**config.mk**
```make
export PLATFORM = sky130hd
export DESIGN_NAME = csr_file
export DESIGN_NICKNAME = d
export VERILOG_FILES = /design/src/csr_pkg.sv /design/src/csr_access_ctrl.sv /design/src/exc_state_regs.sv /design/src/int_status.sv /design/src/timer_unit.sv /design/src/csr_file.sv
export VERILOG_INCLUDE_DIRS = /design/src /design/src/src
export SDC_FILE = /design/constraint.sdc
export NUM_CORES = 1
export LEC_CHECK = 0
export ABC_AREA = 1
export BUFFER_PORTS_ARGS = -buffer_cell sky130_fd_sc_hd__buf_2
export CAP_MARGIN = 20
export CELL_PAD_IN_SITES_DETAIL_PLACEMENT = 1
export CELL_PAD_IN_SITES_GLOBAL_PLACEMENT = 1
export CORE_ASPECT_RATIO = 0.5
export CORE_MARGIN = 4
export CORE_UTILIZATION = 46
export CTS_BUF_LIST = sky130_fd_sc_hd__clkbuf_2 sky130_fd_sc_hd__clkbuf_4 sky130_fd_sc_hd__clkbuf_8
export DETAILED_ROUTE_END_ITERATION = 8
export PLACE_DENSITY_LB_ADDON = 0.1
export RECOVER_POWER = 25
export SYNTH_ARGS = -nofsm -noshare
export SYNTH_HDL_FRONTEND = slang
export SYNTH_SLANG_ARGS = --single-unit
```
**constraint.sdc**
```tcl
create_clock -name clk -period 11.39 [get_ports clk]
set_input_delay 1.139 -clock clk [delete_from_list [all_inputs] [get_ports clk]]
set_output_delay 1.139 -clock clk [all_outputs]
set_load 0.01 [all_outputs]
```
**src/csr_params.svh**
```systemverilog
`ifndef CSR_PARAMS_SVH
`define CSR_PARAMS_SVH

// Widths
`define CSR_NUM_W       14
`define CSR_DATA_W      32
`define IS_W            13

// Register numbers
`define CSR_CRMD        14'h000
`define CSR_PRMD        14'h001
`define CSR_ECFG        14'h004
`define CSR_ESTAT       14'h005
`define CSR_ERA         14'h006
`define CSR_BADV        14'h007
`define CSR_EENTRY      14'h00C
`define CSR_SAVE0       14'h030
`define CSR_SAVE1       14'h031
`define CSR_SAVE2       14'h032
`define CSR_SAVE3       14'h033
`define CSR_TCFG        14'h041
`define CSR_TVAL        14'h042
`define CSR_TICLR       14'h044

// Exception codes
`define ECODE_ADE       6'h08
`define ECODE_ALE       6'h09
`define ESUBCODE_ADEF   9'h000

// Field masks
`define ECFG_LIE_MASK   13'h1BFF
`define EENTRY_VA_MASK  32'hFFFF_FFC0
`define TICLR_CLR_BIT   0

// Timer count when stopped
`define TIMER_IDLE      32'hFFFF_FFFF

`endif

```
**src/csr_pkg.sv**
```systemverilog
`include "csr_params.svh"

package csr_pkg;

    typedef struct packed {
        logic [22:0] rsvd;
        logic [1:0]  datm;
        logic [1:0]  datf;
        logic        pg;
        logic        da;
        logic        ie;
        logic [1:0]  plv;
    } crmd_t;

    typedef struct packed {
        logic [28:0] rsvd;
        logic        pie;
        logic [1:0]  pplv;
    } prmd_t;

    typedef struct packed {
        logic        rsvd_hi;
        logic [8:0]  esubcode;
        logic [5:0]  ecode;
        logic [2:0]  rsvd_lo;
        logic [12:0] is;
    } estat_t;

    typedef struct packed {
        logic [29:0] initval;
        logic        periodic;
        logic        en;
    } tcfg_t;

    // One register word, seen through the layout of its target
    typedef union packed {
        logic [`CSR_DATA_W-1:0] raw;
        crmd_t                  crmd_f;
        prmd_t                  prmd_f;
        estat_t                 estat_f;
        tcfg_t                  tcfg_f;
    } csr_word_u;

    typedef struct packed {
        logic [`CSR_DATA_W-1:0] mask;
        csr_word_u              value;
    } csr_write_t;

    typedef struct packed {
        logic       crmd;
        logic       prmd;
        logic       ecfg;
        logic       estat;
        logic       era;
        logic       badv;
        logic       eentry;
        logic [3:0] save;
        logic       tcfg;
        logic       ticlr;
    } csr_sel_t;

    typedef struct packed {
        logic                   ex;
        logic [5:0]             ecode;
        logic [8:0]             esubcode;
        logic [`CSR_DATA_W-1:0] pc;
        logic [`CSR_DATA_W-1:0] vaddr;
    } exc_event_t;

    // Masked bits from the write value, the rest from the old value
    function automatic logic [`CSR_DATA_W-1:0] csr_merge(
        input csr_write_t             w,
        input logic [`CSR_DATA_W-1:0] old
    );
        return (w.mask & w.value.raw) | (~w.mask & old);
    endfunction

endpackage

```
**src/csr_access_ctrl.sv**
```systemverilog
`timescale 1ns/1ns
`include "csr_params.svh"

module csr_access_ctrl import csr_pkg::*; (
    input  logic [`CSR_NUM_W-1:0] csr_num,
    input  logic                  csr_we,
    input  csr_word_u             crmd_rd,
    input  csr_word_u             prmd_rd,
    input  csr_word_u             era_rd,
    input  csr_word_u             eentry_rd,
    input  csr_word_u             badv_rd,
    input  csr_word_u             save_rd [4],
    input  csr_word_u             exc_cause_rd,
    input  csr_word_u             is_rd,
    input  csr_word_u             ecfg_rd,
    input  csr_word_u             tcfg_rd,
    input  csr_word_u             tval_rd,
    output csr_sel_t              wr_sel,
    output csr_word_u             csr_rvalue
);
    csr_word_u estat_rd;

    // Cause fields and pending bits sit in disjoint bit ranges
    assign estat_rd.raw = exc_cause_rd.raw | is_rd.raw;

    always_comb begin
        wr_sel = '0;
        if (csr_we) begin
            case (csr_num)
                `CSR_CRMD:   wr_sel.crmd    = 1'b1;
                `CSR_PRMD:   wr_sel.prmd    = 1'b1;
                `CSR_ECFG:   wr_sel.ecfg    = 1'b1;
                `CSR_ESTAT:  wr_sel.estat   = 1'b1;
                `CSR_ERA:    wr_sel.era     = 1'b1;
                `CSR_BADV:   wr_sel.badv    = 1'b1;
                `CSR_EENTRY: wr_sel.eentry  = 1'b1;
                `CSR_SAVE0:  wr_sel.save[0] = 1'b1;
                `CSR_SAVE1:  wr_sel.save[1] = 1'b1;
                `CSR_SAVE2:  wr_sel.save[2] = 1'b1;
                `CSR_SAVE3:  wr_sel.save[3] = 1'b1;
                `CSR_TCFG:   wr_sel.tcfg    = 1'b1;
                `CSR_TICLR:  wr_sel.ticlr   = 1'b1;
                default:     wr_sel         = '0;
            endcase
        end
    end

    // Read word for the number presented
    always_comb begin
        case (csr_num)
            `CSR_CRMD:   csr_rvalue = crmd_rd;
            `CSR_PRMD:   csr_rvalue = prmd_rd;
            `CSR_ECFG:   csr_rvalue = ecfg_rd;
            `CSR_ESTAT:  csr_rvalue = estat_rd;
            `CSR_ERA:    csr_rvalue = era_rd;
            `CSR_BADV:   csr_rvalue = badv_rd;
            `CSR_EENTRY: csr_rvalue = eentry_rd;
            `CSR_SAVE0:  csr_rvalue = save_rd[0];
            `CSR_SAVE1:  csr_rvalue = save_rd[1];
            `CSR_SAVE2:  csr_rvalue = save_rd[2];
            `CSR_SAVE3:  csr_rvalue = save_rd[3];
            `CSR_TCFG:   csr_rvalue = tcfg_rd;
            `CSR_TVAL:   csr_rvalue = tval_rd;
            `CSR_TICLR:  csr_rvalue = '0;
            default:     csr_rvalue = '0;
        endcase
    end

endmodule

```
**src/exc_state_regs.sv**
```systemverilog
`timescale 1ns/1ns
`include "csr_params.svh"

module exc_state_regs import csr_pkg::*; (
    input  logic                   clk,
    input  logic                   resetn,
    input  csr_sel_t               wr_sel,
    input  csr_write_t             wr,
    input  exc_event_t             exc,
    input  logic                   ertn_flush,
    output csr_word_u              crmd_rd,
    output csr_word_u              prmd_rd,
    output csr_word_u              era_rd,
    output csr_word_u              eentry_rd,
    output csr_word_u              badv_rd,
    output csr_word_u              save_rd [4],
    output csr_word_u              exc_cause_rd,
    output logic                   crmd_ie,
    output logic [`CSR_DATA_W-1:0] ex_entry
);
    logic [1:0]             crmd_plv;
    logic [1:0]             prmd_pplv;
    logic                   prmd_pie;
    logic [5:0]             ecode;
    logic [8:0]             esubcode;
    logic [`CSR_DATA_W-1:0] era;
    logic [`CSR_DATA_W-1:0] eentry;
    logic [`CSR_DATA_W-1:0] badv;
    logic [`CSR_DATA_W-1:0] save [4];
    logic                   addr_err;
    csr_word_u              crmd_nx;
    csr_word_u              prmd_nx;

    assign crmd_nx.raw = csr_merge(wr, crmd_rd.raw);
    assign prmd_nx.raw = csr_merge(wr, prmd_rd.raw);
    assign addr_err    = (exc.ecode == `ECODE_ADE) || (exc.ecode == `ECODE_ALE);

    // Entry beats return, return beats a software write
    always_ff @(posedge clk) begin
        if (!resetn) begin
            crmd_plv <= 2'b0;
            crmd_ie  <= 1'b0;
        end else if (exc.ex) begin
            crmd_plv <= 2'b0;
            crmd_ie  <= 1'b0;
        end else if (ertn_flush) begin
            crmd_plv <= prmd_pplv;
            crmd_ie  <= prmd_pie;
        end else if (wr_sel.crmd) begin
            crmd_plv <= crmd_nx.crmd_f.plv;
            crmd_ie  <= crmd_nx.crmd_f.ie;
        end
    end

    always_ff @(posedge clk) begin
        if (!resetn) begin
            prmd_pplv <= 2'b0;
            prmd_pie  <= 1'b0;
            era       <= '0;
            ecode     <= 6'b0;
            esubcode  <= 9'b0;
            badv      <= '0;
        end else if (exc.ex) begin
            prmd_pplv <= crmd_plv;
            prmd_pie  <= crmd_ie;
            era       <= exc.pc;
            ecode     <= exc.ecode;
            esubcode  <= exc.esubcode;
            // Fetch faults report the pc, data faults the address
            if (addr_err) begin
                badv <= (exc.ecode == `ECODE_ADE && exc.esubcode == `ESUBCODE_ADEF) ?
                        exc.pc : exc.vaddr;
            end
        end else begin
            if (wr_sel.prmd) begin
                prmd_pplv <= prmd_nx.prmd_f.pplv;
                prmd_pie  <= prmd_nx.prmd_f.pie;
            end
            if (wr_sel.era) begin
                era <= csr_merge(wr, era);
            end
            if (wr_sel.badv) begin
                badv <= csr_merge(wr, badv);
            end
        end
    end

    always_ff @(posedge clk) begin
        if (!resetn) begin
            eentry <= '0;
            for (int i = 0; i < 4; i++) begin
                save[i] <= '0;
            end
        end else begin
            if (wr_sel.eentry) begin
                eentry <= csr_merge(wr, eentry) & `EENTRY_VA_MASK;
            end
            for (int i = 0; i < 4; i++) begin
                if (wr_sel.save[i]) begin
                    save[i] <= csr_merge(wr, save[i]);
                end
            end
        end
    end

    always_comb begin
        crmd_rd              = '0;
        crmd_rd.crmd_f.plv   = crmd_plv;
        crmd_rd.crmd_f.ie    = crmd_ie;
        // Direct address translation only
        crmd_rd.crmd_f.da    = 1'b1;
        prmd_rd              = '0;
        prmd_rd.prmd_f.pplv  = prmd_pplv;
        prmd_rd.prmd_f.pie   = prmd_pie;
        exc_cause_rd                  = '0;
        exc_cause_rd.estat_f.ecode    = ecode;
        exc_cause_rd.estat_f.esubcode = esubcode;
        for (int i = 0; i < 4; i++) begin
            save_rd[i].raw = save[i];
        end
    end

    assign era_rd.raw    = era;
    assign eentry_rd.raw = eentry;
    assign badv_rd.raw   = badv;
    assign ex_entry      = eentry;

endmodule

```
**src/int_status.sv**
```systemverilog
`timescale 1ns/1ns
`include "csr_params.svh"

module int_status import csr_pkg::*; (
    input  logic       clk,
    input  logic       resetn,
    input  csr_sel_t   wr_sel,
    input  csr_write_t wr,
    input  logic [7:0] hw_int_in,
    input  logic       ipi_int_in,
    input  logic       timer_fire,
    input  logic       crmd_ie,
    output csr_word_u  is_rd,
    output csr_word_u  ecfg_rd,
    output logic       has_int
);
    logic [1:0]             is_sw;
    logic [7:0]             is_hw;
    logic                   is_ti;
    logic                   is_ipi;
    logic [`IS_W-1:0]       lie;
    logic [`IS_W-1:0]       is_all;
    logic [`CSR_DATA_W-1:0] ecfg_nx;
    logic                   ticlr_hit;
    csr_word_u              estat_nx;

    assign estat_nx.raw = csr_merge(wr, is_rd.raw);
    assign ecfg_nx      = csr_merge(wr, ecfg_rd.raw);
    assign ticlr_hit    = wr_sel.ticlr && wr.mask[`TICLR_CLR_BIT]
                          && wr.value.raw[`TICLR_CLR_BIT];

    // IS[10] is reserved and reads zero
    assign is_all = {is_ipi, is_ti, 1'b0, is_hw, is_sw};

    always_ff @(posedge clk) begin
        if (!resetn) begin
            is_sw  <= 2'b0;
            is_hw  <= 8'b0;
            is_ipi <= 1'b0;
            is_ti  <= 1'b0;
            lie    <= '0;
        end else begin
            is_hw  <= hw_int_in;
            is_ipi <= ipi_int_in;
            if (wr_sel.estat) begin
                is_sw <= estat_nx.estat_f.is[1:0];
            end
            // Timer pending wins over a clear in the same cycle
            if (timer_fire) begin
                is_ti <= 1'b1;
            end else if (ticlr_hit) begin
                is_ti <= 1'b0;
            end
            if (wr_sel.ecfg) begin
                lie <= ecfg_nx[`IS_W-1:0] & `ECFG_LIE_MASK;
            end
        end
    end

    always_comb begin
        is_rd            = '0;
        is_rd.estat_f.is = is_all;
        ecfg_rd          = '0;
        ecfg_rd.raw[`IS_W-1:0] = lie;
    end

    assign has_int = (|(is_all & lie)) && crmd_ie;

endmodule

```
**src/timer_unit.sv**
```systemverilog
`timescale 1ns/1ns
`include "csr_params.svh"

module timer_unit import csr_pkg::*; (
    input  logic       clk,
    input  logic       resetn,
    input  csr_sel_t   wr_sel,
    input  csr_write_t wr,
    output csr_word_u  tcfg_rd,
    output csr_word_u  tval_rd,
    output logic       timer_fire
);
    logic                   en;
    logic                   periodic;
    logic [29:0]            initval;
    logic [`CSR_DATA_W-1:0] cnt;
    csr_word_u              tcfg_nx;

    assign tcfg_nx.raw = csr_merge(wr, tcfg_rd.raw);

    always_ff @(posedge clk) begin
        if (!resetn) begin
            en       <= 1'b0;
            periodic <= 1'b0;
            initval  <= '0;
        end else if (wr_sel.tcfg) begin
            en       <= tcfg_nx.tcfg_f.en;
            periodic <= tcfg_nx.tcfg_f.periodic;
            initval  <= tcfg_nx.tcfg_f.initval;
        end
    end

    // Count parks at all ones once a one-shot run passes zero
    always_ff @(posedge clk) begin
        if (!resetn) begin
            cnt <= `TIMER_IDLE;
        end else if (wr_sel.tcfg && tcfg_nx.tcfg_f.en) begin
            cnt <= {tcfg_nx.tcfg_f.initval, 2'b00};
        end else if (en && cnt != `TIMER_IDLE) begin
            if (cnt == '0 && periodic) begin
                cnt <= {initval, 2'b00};
            end else begin
                cnt <= cnt - 1'b1;
            end
        end
    end

    assign tcfg_rd.tcfg_f = '{initval: initval, periodic: periodic, en: en};
    assign tval_rd.raw    = cnt;
    assign timer_fire     = en && (cnt == '0);

endmodule

```
**src/csr_file.sv**
```systemverilog
`timescale 1ns/1ns
`include "csr_params.svh"

module csr_file import csr_pkg::*; (
    input  logic                   clk,
    input  logic                   resetn,
    input  logic [`CSR_NUM_W-1:0]  csr_num,
    input  logic                   csr_we,
    input  csr_write_t             wr,
    input  exc_event_t             exc,
    input  logic                   ertn_flush,
    input  logic [7:0]             hw_int_in,
    input  logic                   ipi_int_in,
    output csr_word_u              csr_rvalue,
    output logic [`CSR_DATA_W-1:0] ex_entry,
    output logic                   has_int
);
    csr_sel_t  wr_sel;
    csr_word_u crmd_rd;
    csr_word_u prmd_rd;
    csr_word_u era_rd;
    csr_word_u eentry_rd;
    csr_word_u badv_rd;
    csr_word_u save_rd [4];
    csr_word_u exc_cause_rd;
    csr_word_u is_rd;
    csr_word_u ecfg_rd;
    csr_word_u tcfg_rd;
    csr_word_u tval_rd;
    logic      crmd_ie;
    logic      timer_fire;

    csr_access_ctrl u_access_ctrl (
        .csr_num      (csr_num),
        .csr_we       (csr_we),
        .crmd_rd      (crmd_rd),
        .prmd_rd      (prmd_rd),
        .era_rd       (era_rd),
        .eentry_rd    (eentry_rd),
        .badv_rd      (badv_rd),
        .save_rd      (save_rd),
        .exc_cause_rd (exc_cause_rd),
        .is_rd        (is_rd),
        .ecfg_rd      (ecfg_rd),
        .tcfg_rd      (tcfg_rd),
        .tval_rd      (tval_rd),
        .wr_sel       (wr_sel),
        .csr_rvalue   (csr_rvalue)
    );

    exc_state_regs u_exc_state (
        .clk          (clk),
        .resetn       (resetn),
        .wr_sel       (wr_sel),
        .wr           (wr),
        .exc          (exc),
        .ertn_flush   (ertn_flush),
        .crmd_rd      (crmd_rd),
        .prmd_rd      (prmd_rd),
        .era_rd       (era_rd),
        .eentry_rd    (eentry_rd),
        .badv_rd      (badv_rd),
        .save_rd      (save_rd),
        .exc_cause_rd (exc_cause_rd),
        .crmd_ie      (crmd_ie),
        .ex_entry     (ex_entry)
    );

    int_status u_int_status (
        .clk        (clk),
        .resetn     (resetn),
        .wr_sel     (wr_sel),
        .wr         (wr),
        .hw_int_in  (hw_int_in),
        .ipi_int_in (ipi_int_in),
        .timer_fire (timer_fire),
        .crmd_ie    (crmd_ie),
        .is_rd      (is_rd),
        .ecfg_rd    (ecfg_rd),
        .has_int    (has_int)
    );

    timer_unit u_timer (
        .clk        (clk),
        .resetn     (resetn),
        .wr_sel     (wr_sel),
        .wr         (wr),
        .tcfg_rd    (tcfg_rd),
        .tval_rd    (tval_rd),
        .timer_fire (timer_fire)
    );

endmodule

```
---- Word level (Yosys, flattened, before mapping) ----
Memories as Yosys holds them, arrays and structs flattened.
Cells that the tools add are included.
word-level totals
  register bits ........................... 199
  bits in writable memories ............... 128
  output and inout bits ................... 65
  memories kept ........................... 1
cells by class
  add/sub/neg operators ................... 1
  equal/unequal tests ..................... 17
  mux-type cells .......................... 51
  bitwise logic cells ..................... 33
  reductions and logical operators ........ 21
memories
  memory            words  bits a word  read ports  clocked after memory_dff  write ports  line                  RTL
  u_exc_state.save  4      32           4           0                         4            exc_state_regs.sv:29  logic [`CSR_DATA_W-1:0] save [4];
operator list
  cell                                                   count
  two-way mux 32 bit                                     13
  one-hot mux 32 bit (13 select lines)                   1
  AND 32 bit                                             9
  OR 32 bit                                              8
  equality test 14 x 3 -> 1 bit (second input constant)  4
  equality test 14 x 6 -> 1 bit (second input constant)  4
  equality test 14 x 7 -> 1 bit (second input constant)  3
  zero test 32 bit                                       1
  two-way mux 1 bit                                      32
  != test 32 bit (second input constant)                 1
  inverter 32 bit                                        1
  subtractor 32 x 1 -> 32 bit (second input constant)    1
  OR 31 x 13 -> 31 bit                                   1
  AND 13 bit                                             2
  equality test 14 x 1 -> 1 bit (second input constant)  1
  equality test 14 x 4 -> 1 bit (second input constant)  1
  zero test 14 bit                                       1
  two-way mux 13 bit                                     1
  OR 13 bit                                              1
  OR reduction 13 bit                                    1
  equality test 6 x 4 -> 1 bit (second input constant)   2
  nonzero test 2 bit                                     6
  zero test 9 bit                                        1
  logical AND 1 bit                                      8
  11 further kinds                                       19

---- Longest topological paths before layout ----
Gate-level depths: netlist (run 1).
  depth in word-level cells ............... 7
  depth in mapped cells ................... 13
  gate-level depth less buffers ........... 12

---- Modules after synthesis ----
A second synthesis (run 1) with hierarchy kept.
second synthesis, totals
  cells, all modules ...................... 3709
  area total of the unflattened synthesis .. 23342.4 um^2
by module, submodules not included
  module           times used  cells an instance  area an instance (um^2)  seq. area each (um^2)
  exc_state_regs   1           1552               12259.3                  6065.8
  csr_access_ctrl  1           1214               5241.3                   0.0
  timer_unit       1           770                4583.1                   1281.2
  int_status       1           173                1258.7                   480.5

---- Least setup slack after synthesis (run 1) ----
Ideal clock, no wire load.
  path type ............................... input-to-reg
  start ................................... in csr_num[13]
  end ..................................... mem u_exc_state.save[0][0] (netlist name), enable pin
  library setup time ...................... 0.466 ns
  arrival time ............................ 4.041 ns
  required time ........................... 10.924 ns
  setup slack ............................. 6.884 ns
  stages .................................. 5
  path through ............................ nor2_1 > nand3_2 > nor2_1 > nand2_1 > o21ai_0
RTL lines
  item                line                  RTL
  start: declaration  csr_file.sv:7         input logic [`CSR_NUM_W-1:0] csr_num,
  end: declaration    exc_state_regs.sv:29

==> metrics, run 1 <==
status=complete, but fails checks; violated checks=max-capacitance violations, max-slew violations; CP Launch Type=input port; Worst R2R Setup Slack=8.79 ns; CTS root buf=clkbuf_8; power after layout=2.56 mW; Final Slew Violations=~220; critical path endpoint category=flop; Hold Vio Cnt, Final=0; Post-Syn Area=0.0190 sq mm; H-tree Lvls=2; Worst Path Max Fanout=63; Ys Warns=0; number of global-route vias before repair=20.8k; clk slew on worst S/H paths=approximately 0.070 ns; synth top area cells=dfxtp_1 21%, edfxtp_1 20%, nand2_1 14%; Synth Flop Type=dfxtp_1; RSZ-0062 raised after global routing=no; slew of the pin with the lowest slew margin=roughly 3.5 ns; Buffers on Ports=229; total track usage=38.2%; DRT iter0 DRCs=2520; CP delay by family, top=buffers and inverters; final setup fails=0; Setup CP Type=in -> reg; grt ovf=0; number of enable-type register cells in the synthesized netlist=between 100 and 150; slowest stage cell, crit path=clkbuf_1; Final nets=approximately 3.2k; die area=~0.045 sq mm; CP required=roughly 12 ns; max_cap viols=7; post-DP HPWL=roughly 63 mm; sequential fraction of the synthesis area=between 40% and 50%; die height=152 um; deepest clock path buffer count=3; Crit path arrival time=~7.3 ns; layout filler cell count=between 5k and 6k; Synth Area per Inst=approximately 6.6 sq um; flop and latch count out of synthesis=around 330; worst rel slew slack=-136%; DR vias=approximately 22k; first-pass GRT wire length=around 130 mm; Sum Neg Setup Slack=0 ns; Synth Instances=a little under 3k; final wirelength=88.9 mm; wire per inst=24.4 um; ys async rst share=0%; most frequent CP cell=clkbuf_1; vias per inst=5.96; CTS buffer count=50; CTS tree=built; initial cell density of the core=between 40% and 50%; Remaining DRCs=0; VDD IR-drop max=between 0.00008 and 0.00009 V; Hold Crit Class=reg -> reg; pin count of the biggest net entering global routing=73; Buf/Inv on CP=3; Post-CTS Resized=0; Rows=between 50 and 60; Num Clock Sinks=roughly 330; top-area cell type share of the netlist area=roughly a fifth; Leak=a little under 10 nW; count leader, synth=nand2_1; hold_buf cts=0; RD Place Congestion=slightly above 1; CP cell instances=clkbuf_1 > clkbuf_1 > nand3_1 > buf_4 > nor2_1; period utilization=about three fifths; Core Footprint=about 0.04 sq mm; DRT Pass-1 Iters=5; initial antenna violation count=6; top post-synthesis cells by count=693 x nand2_1, 479 x nor2_1, 312 x a21oi_1; Yosys cell types=37; Die W=between 200 and 300 um; Cell Pwr Density=119 mW/mm^2; fmax=roughly 150 MHz; Final ANT Viol Nets=0; Setup Skew=0.0407 ns; CP max stage delay=2.10 ns; IO Count=236; Tmin final=6.79 ns; post-CTS setup buffers=0; Layout area overhead=13.4%; share of layout cells above drive strength 1=approximately an eighth; Yosys top cell by area=dfxtp_1; latest clock arrival within the worst-skew pair=between 0.6 and 0.7 ns
[layer usage]
layer  vias to the layer above  track usage, %  wire length [um]
li1                       9722               -                 -
met1                     10700            59.9             40600
met2                      1167            54.1             36300
met3                       145            6.74             10000
met4                         8            9.10              1940
met5                         -               0                55
[per-stage QoR]
step	setup slack, ns	cell area (sq um)	util [%]	hold WS (ns)	instances
after global routing	4.29	21600	53.1	0.507	3647
after global placement	6.48	20600	50.6	0.462	3548
after floorplan	6.88	19100	-	0.425	2886
after CTS	6.35	21600	53.1	0.473	3642
final	4.60	21600	53.1	0.476	3650
after detailed placement	6.37	20600	50.6	0.463	3548
[logic make-up after synthesis]
| logic type | share of synthesized area [%] |
|---|---|
| XOR/XNOR | 0.920 |
| AO/OA/AOI/OAI | 14.5 |
| other | 0.0197 |
| AND/OR/NAND/NOR | 33.8 |
| adder cells (fa/ha/maj) | 0.131 |
| flip-flops | 41.1 |
| buffers and inverters | 9.50 |
[where the power goes]
part / total [mW] / internal, mW / switching, mW
Combinational: 0.241 / 0.0713 / 0.169
Clock: 1.06 / 0.530 / 0.525
Sequential: 1.27 / 1.25 / 0.0207
Total: 2.56 / 1.85 / 0.715
[area by class of cell]
type	instances	area [sq um]	share of cell area (%)
antenna	4	10.0	0.0464
clock buffer	81	952	4.41
clock inverter	13	67.6	0.313
inverter	320	1200	5.56
multi-input combinational	2104	9490	44.0
sequential	327	7830	36.3
tap	540	676	3.13
timing repair buffer	261	1360	6.31
[worst paths after layout]
kind                                         start                      end  cells past startpoint
worst min-delay path                          flop                     flop                      2
worst max-delay path                        resetn  u_exc_state.save[0][41]                      5
worst min register to register                flop                     flop                      2
worst max register to register  u_timer.tval_rd[0]      u_timer.tval_rd[25]                     10
[cells in the final DEF (no fill, tap or decap), types with 29 or more instances in the layout]
| master | count |
|---|---|
| nand2_1 | 692 |
| o21ai_0 | 152 |
| o22ai_1 | 29 |
| edfxtp_1 | 128 |
| clkbuf_1 | 32 |
| buf_2 | 201 |
| a21oi_1 | 312 |
| clkbuf_8 | 55 |
| nand3_1 | 286 |
| nor2_1 | 473 |
| nand3b_1 | 40 |
| dfxtp_1 | 199 |
| inv_1 | 307 |
[worst register-to-register path: cells and delay by family (launching register included)]
family	cells	cell delay [ns]
buffers and inverters	1	0.20
adders and majority gates	1	0.27
and+or+nand+nor	8	1.74
DFF	1	0.31
(Power assumes the default switching activity.)
==> run 2, diff against run 1 <==
--- a/config.mk
+++ b/config.mk
@@ -13,7 +13,7 @@
 export CELL_PAD_IN_SITES_GLOBAL_PLACEMENT = 1
 export CORE_ASPECT_RATIO = 0.5
 export CORE_MARGIN = 4
-export CORE_UTILIZATION = 46
+export CORE_UTILIZATION = 39
 export CTS_BUF_LIST = sky130_fd_sc_hd__clkbuf_2 sky130_fd_sc_hd__clkbuf_4 sky130_fd_sc_hd__clkbuf_8
 export DETAILED_ROUTE_END_ITERATION = 8
 export PLACE_DENSITY_LB_ADDON = 0.1
==> constraint.sdc (replaced) <==
create_clock -name clk -period 5.5 [get_ports clk]
set_input_delay 0.55 -clock clk [delete_from_list [all_inputs] [get_ports clk]]
set_output_delay 0.55 -clock clk [all_outputs]
set_load 0.01 [all_outputs]
==> metrics, run 2 (synthesis gave the netlist of run 1 again) <==
status=complete, but fails checks; violated checks=max-capacitance violations, max-slew violations; Post-CTS Resized=0 (unchanged); DRT Pass-1 Iters=5 (unchanged); die area=0.0526 sq mm (+17%); met3 WL=8.99 mm (-10%); Setup CP Type=in -> reg; period utilization=81.0%; Final Slew Violations=133 (-40%); Hold Vio Cnt, Final=0 (unchanged); grt ovf=0 (unchanged); vias per inst=5.61 (-5.9%); CP Launch Type=input port; RD Place Congestion=0.969 (-6.7%); wire per inst=23.8 um (-2.4%); DRT iter0 DRCs=2068 (-18%); IO Count=236 (unchanged); Finished Cell Area=0.0218 sq mm (+1.0%); total track usage=33.2% (-5.0 points); CP max stage delay=2.29 ns (+0.19 ns); worst r2r src=u_timer.tval_rd[0]; CP delay by family, top=compound AO/OA/AOI/OAI gates; combinational power share=9.0% (-0.4 points); Setup Skew=0.0346 ns (-0.00616 ns); Final nets=3241 (+0.12%); leading cell type in the layout, fill and taps excluded=nand2_1; first-pass GRT wire length=131 mm (+0.30%); final setup fails=0 (unchanged); H-tree Lvls=2 (unchanged); Min Hold Slack=0.113 ns (-0.363 ns); Final ANT Viol Nets=0 (unchanged); Crit path arrival time=4.71 ns (-2.55 ns); Cell Pwr Density=249 mW/mm^2 (+110%); initial antenna violation count=12 (+6); commonest cells after routing, fill and taps aside=691 x nand2_1, 473 x nor2_1, 312 x a21oi_1; Clock Power Share=42.8% (+1.6 points); post-CTS setup buffers=0 (unchanged); number of global-route vias before repair=20.4k (-1.9%); final wirelength=89.3 mm (+0.40%); CTS buffer count=52 (+4.0%); Core Footprint=0.0475 sq mm (+17%); die height=164 um (+8.1%); worst rel slew slack=-94.6% (+41 points); initial cell density of the core=40.1% (-6.7 points); area of all sequential standard cells=0.00783 sq mm (unchanged); Int Pwr=3.95 mW (+110%); latest clock arrival within the worst-skew pair=0.65 ns (+0.02 ns); hold depth=3 (+1); fmax=~220 MHz; hold_buf cts=0 (unchanged); Layout area overhead=14.5%; pin count of the biggest net entering global routing=75 (+2.7%); Worst R2R Setup Slack=2.92 ns (-5.87 ns); DP Area=0.0208 sq mm (+0.84%); Num Clock Sinks=327 (unchanged); Worst Setup Slack, final=1.04 ns (-3.56 ns); highest routed layer=met5; Rows=56 (+7.7%); VDD IR-drop max=0.000142 V (+71%); post-DP HPWL=65.2 mm (+3.4%); fin util=45.9% (-7.2 points); CTS root buf=clkbuf_8; routed length on met1=42.7 mm (+5.4%); startpoint of the worst hold path=hw_int_in[7]; layout filler cell count=6378 (+15%); RSZ-0062 raised after global routing=no; deepest clock path buffer count=3 (unchanged); power after layout=5.43 mW (+110%); slew of the pin with the lowest slew margin=2.90 ns (-0.605 ns); Worst Path Max Fanout=19 (-70%); DR vias=21.1k (-3.2%); Leak=9.97 nW (+0.71%); FF-to-FF path depth=10 (unchanged); placed insts=3652 (+2.9%); Hold Crit Class=in -> reg; clk slew on worst S/H paths=0.07 ns (about the same); DP Worst Slack=1.49 ns (-4.87 ns); CP required=5.75 ns (-6.11 ns); max_cap viols=4 (-3); part of the power in registers=48.2% (-1.2 points); Tmin final=roughly 4.5 ns; Multi-input gate area=0.00951 sq mm (+0.17%); Buf/Inv on CP=3 (unchanged); Layout Cells excl Fill=3753 (+2.8%); Net Sw Frac=27.4% (-0.51 points); CP cell instances=buf_2 > clkinv_1 > o21ai_0 > buf_4; Sw Pwr=1.49 mW (+110%); Sum Neg Setup Slack=0 ns (unchanged); slowest stage cell, crit path=o21ai_0; worst r2r dst=u_timer.tval_rd[27]; Buffers on Ports=229 (unchanged); Hold EP=u_int_status.is_hw[7]; Die W=320 um (+8.4%); Remaining DRCs=0 (unchanged); CTS tree=built; routed wl met2=35.8 mm (-1.5%); critical path endpoint category=flop; share of layout cells above drive strength 1=11.7% (about the same)
run 2: power by group through the flow:
| stage | logic, mW | registers (mW) | clock network, mW |
|---|---|---|---|
| after global routing | 0.538 | 2.62 | 2.46 |
| after floorplan | 0.269 | 2.66 | 0 |
| after detailed placement | 0.477 | 2.67 | 0 |
| after global placement | 0.469 | 2.67 | 0 |
| final | 0.489 | 2.62 | 2.33 |
| after CTS | 0.480 | 2.62 | 2.34 |
run 2: worst reg2reg max path, cell delays in order (launching register included):
cell	delay, ns
dfxtp_1	0.32
inv_1	0.22
ha_1	0.30
nand3_2	0.19
nor2_1	0.34
nand3_1	0.18
nor2_4	0.42
nand2_1	0.25
nand3_1	0.17
nand3_1	0.08
nand2_1	0.07
run 2: worst max path at each step:
stage / to / slack, ns / cells past startpoint / start
3_5_place_dp: flop / 1.49 / 11 / csr_num[13]
3_3_place_gp: flop / 1.60 / 11 / csr_num[13]
6_report: u_exc_state.save[0][7] / 1.04 / 4 / csr_we
5_1_grt: u_exc_state.save[0][7] / 1.06 / 4 / csr_we
4_1_cts: csr_rvalue[22] / 1.53 / 12 / csr_num[13]
2_1_floorplan: u_exc_state.save[0][0] / 1.58 / 5 / csr_num[13]
run 2: per-layer routing:
layer | global-route usage, % | up-vias
met3 | 9.52 | 123
met2 | 47.6 | 872
met1 | 49.3 | 10300
li1 | - | 9734
met5 | 0 | -
met4 | 6.67 | 10
run 2: area by class of cell:
cell class              count  share of cell area, %
repair buffers            263                   6.21
well taps                 638                   3.66
diodes                      6                 0.0689
inverters                 320                   5.51
clock buffers              79                   4.47
clock inverters            16                  0.568
flip-flops and latches    327                   35.9
multi-input cells        2104                   43.6
==> run 3, diff against run 2 <==
--- a/config.mk
+++ b/config.mk
@@ -6,14 +6,14 @@
 export SDC_FILE = /design/constraint.sdc
 export NUM_CORES = 1
 export LEC_CHECK = 0
-export ABC_AREA = 1
+export ABC_AREA = 0
 export BUFFER_PORTS_ARGS = -buffer_cell sky130_fd_sc_hd__buf_2
 export CAP_MARGIN = 20
 export CELL_PAD_IN_SITES_DETAIL_PLACEMENT = 1
 export CELL_PAD_IN_SITES_GLOBAL_PLACEMENT = 1
 export CORE_ASPECT_RATIO = 0.5
 export CORE_MARGIN = 4
-export CORE_UTILIZATION = 39
+export CORE_UTILIZATION = 41
 export CTS_BUF_LIST = sky130_fd_sc_hd__clkbuf_2 sky130_fd_sc_hd__clkbuf_4 sky130_fd_sc_hd__clkbuf_8
 export DETAILED_ROUTE_END_ITERATION = 8
 export PLACE_DENSITY_LB_ADDON = 0.1
==> constraint.sdc (replaced) <==
create_clock -name clk -period 3.8 [get_ports clk]
set_input_delay 0.38 -clock clk [delete_from_list [all_inputs] [get_ports clk]]
set_output_delay 0.38 -clock clk [all_outputs]
set_load 0.01 [all_outputs]
==> metrics, run 3 <==
grt ovf=0 (unchanged); Worst Path Max Fanout=56 (+37); power after layout=7.79 mW (+43%); RD Place Congestion=0.938 (-3.2%); top post-synthesis cells by count=218 x a21oi_1, 211 x nand2_1, 199 x dfxtp_1; vias per inst=6.26 (+11%); pin count of the biggest net entering global routing=134 (+79%); FF-to-FF path depth=9 (-1); Post-Syn Area=0.0182 sq mm (-4.3%); post-DP HPWL=53.1 mm (-19%); Layout area overhead=16.2%; CP max stage delay=1.01 ns (-1.28 ns); CTS tree=built; violated checks=max-capacitance violations, max-slew violations; layout filler cell count=5129 (-20%); Yosys cell types=77 (+110%); Final Slew Violations=191 (+44%); Yosys top cell by area=dfxtp_1; Hold Crit Class=in -> reg; CP required=4.09 ns (-1.66 ns); IO Count=236 (unchanged); Final ANT Viol Nets=0 (unchanged); Synth Instances=2068 (-28%); commonest cells after routing, fill and taps aside=218 x a21oi_1, 211 x nand2_1, 201 x buf_2; latest clock arrival within the worst-skew pair=0.63 ns (-0.02 ns); Sum Neg Setup Slack=0 ns (unchanged); synth top area cells=dfxtp_1 22%, edfxtp_1 21%, mux2i_1 7.0%; Layout Cells excl Fill=2889 (-23%); die height=157 um (-4.3%); met3 WL=7.82 mm (-13%); VDD IR-drop max=0.000182 V (+29%); clk slew on worst S/H paths=0.07 ns (about the same); DR vias=18.1k (-14%); deepest clock path buffer count=3 (unchanged); share of layout cells above drive strength 1=19.7% (+8.0 points); Worst setup startpoint=resetn; Net Sw Frac=26.4% (-0.98 points); total track usage=31.6% (-1.6 points); Tmin final=roughly 3.4 ns; slew of the pin with the lowest slew margin=1.96 ns (-0.938 ns); initial antenna violation count=1 (-11); period utilization=about nine tenths; CP Launch Type=input port; wire per inst=27.2 um (+14%); Die W=306 um (-4.5%); leading cell type in the layout, fill and taps excluded=a21oi_1; Sw Pwr=2.06 mW (+38%); Rows=54 (-3.6%); combinational power share=8.9% (about the same); Ys Warns=0 (unchanged); worst r2r dst=u_timer.tval_rd[20]; CTS buffer count=52 (unchanged); most frequent CP cell=clkbuf_1; number of enable-type register cells in the synthesized netlist=128 (unchanged); final setup fails=0 (unchanged); Synth Area per Inst=8.81 sq um (+33%); Int Pwr=5.74 mW (+45%); Cell Pwr Density=368 mW/mm^2 (+48%); max_cap viols=2 (-2); DRT iter0 DRCs=2009 (-2.9%); Buffers on Ports=229 (unchanged); Core Footprint=0.0437 sq mm (-8.0%); first-pass GRT wire length=115 mm (-12%); worst rel slew slack=-30.5% (+64 points); number of global-route vias before repair=17.7k (-13%); initial cell density of the core=41.7% (+1.6 points); Hold Vio Cnt, Final=0 (unchanged); ys async rst share=0% (unchanged); status=complete, but fails checks; flop and latch count out of synthesis=327 (unchanged); Worst R2R Setup Slack=0.44 ns (-2.48 ns); DRT Pass-1 Iters=6 (+1); routed wl met2=33.1 mm (-7.4%); capture point of the worst path=u_exc_state.save[0][10]; placed insts=2784 (-24%); DP Worst Slack=0.535 ns (-0.960 ns); Post-CTS Resized=0 (unchanged); part of the power in registers=48.6% (+0.4 points); Crit path arrival time=3.69 ns (-1.02 ns); highest routed layer=met5; count leader, synth=a21oi_1; Worst Setup Slack, final=0.393 ns (-0.651 ns); CTS root buf=clkbuf_8; top-area cell type share of the netlist area=21.9% (+0.93 points); # diodes=0 (-6); Num Clock Sinks=327 (unchanged); routed length on met1=36.4 mm (-15%); critical path endpoint category=flop; worst r2r src=u_timer.tval_rd[0]; Synth Flop Type=dfxtp_1; fmax=approximately 290 MHz; sequential fraction of the synthesis area=42.9% (+1.8 points); die area=0.0481 sq mm (-8.6%); Clock Power Share=42.6% (-0.2 points); CP cell instances=dlygate4sd3_1 > clkbuf_1 > clkbuf_2 > nand3_1 > clkbuf_1 > a21oi_1; slowest stage cell, crit path=clkbuf_1; Setup CP Type=in -> reg; Setup Skew=0.0369 ns (+0.00234 ns); hold depth=3 (unchanged); RSZ-0062 raised after global routing=no; H-tree Lvls=2 (unchanged); final wirelength=78.5 mm (-12%); Remaining DRCs=0 (unchanged); Final nets=2434 (-25%); Leak=8.30 nW (-17%)
==> run 3: cell types whose count changed after synthesis, moves of 94 or more <==
cell	before	now
inv_1	307	32
nor2_1	479	162
nand3_1	288	80
mux2i_1	0	128
nand2b_1	0	147
a21oi_1	312	218
nand2_1	693	211
==> run 3: worst max-delay path, delay by kind of cell <==
| family | cells | cell delay, ns |
|---|---|---|
| AO/OA/AOI/OAI | 1 | 0.11 |
| buffers and inverters | 4 | 2.73 |
| AND/OR/NAND/NOR | 1 | 0.45 |
==> run 3: layout make-up <==
type | instances | area (sq um) | share of cell area, %
Multi-Input combinational cell | 1539 | 9610 | 45.4
Sequential cell | 327 | 7830 | 37.0
Clock buffer | 85 | 1030 | 4.88
Timing Repair Buffer | 308 | 1770 | 8.37
Inverter | 33 | 125 | 0.591
Tap cell | 588 | 736 | 3.47
Clock inverter | 9 | 65.1 | 0.307
==> run 3: worst min path at each step <==
stage / from / end / slack [ns]
CTS: exc[78] / u_exc_state.ecode[5] / 0.005
floorplan: u_int_status.is_ti / u_int_status.is_ti / 0.45
global placement: flop / flop / 0.48
global route: exc[67] / u_exc_state.esubcode[3] / 0.03
finish: exc[78] / u_exc_state.ecode[5] / 0.04
detailed placement: flop / flop / 0.48
==> run 3: metrics by stage <==
step	utilization (%)	hold WS, ns	instance area (sq um)
after floorplan	-	0.451	18200
after global placement	45.8	0.476	20000
after detailed placement	45.8	0.479	20000
after CTS	48.6	0.00470	21200
after global routing	48.4	0.0269	21200
final	48.4	0.0357	21200
==> run 3: what timing repair did <==
item,4_1_cts,5_1_grt
endpoints found under the hold margin,11,0
hold buffers,11,0
setup buffers,0,0
==> run 3: logic make-up (layout without fill, tap and decap cells) <==
group / after synthesis / count (layout) / synth area share [%]
AND/OR/NAND/NOR: 786 / 786 / 21.8
AO/OA/AOI/OAI: 581 / 581 / 21.0
flip-flops: 327 / 327 / 42.9
buffers and inverters: 207 / 435 / 4.76
multiplexers: 160 / 160 / 9.19
XOR/XNOR: 4 / 4 / 0.192
adder cells (fa/ha/maj): 2 / 2 / 0.137
other: 1 / 6 / 0.0206
==> run 3: routing by layer <==
layer / GRT usage (%) / vias up
met3: 8.38 / 89
li1: - / 8032
met1: 46.5 / 9159
met2: 47.1 / 803
met4: 5.48 / 2
met5: 0 / -
==> run 3: power groups by stage <==
stage	registers, mW	clock network, mW	logic, mW
final	3.79	3.32	0.691
after global routing	3.79	3.51	0.742
after detailed placement	3.86	0	0.669
after floorplan	3.84	0	0.371
after global placement	3.86	0	0.662
after CTS	3.78	3.35	0.682
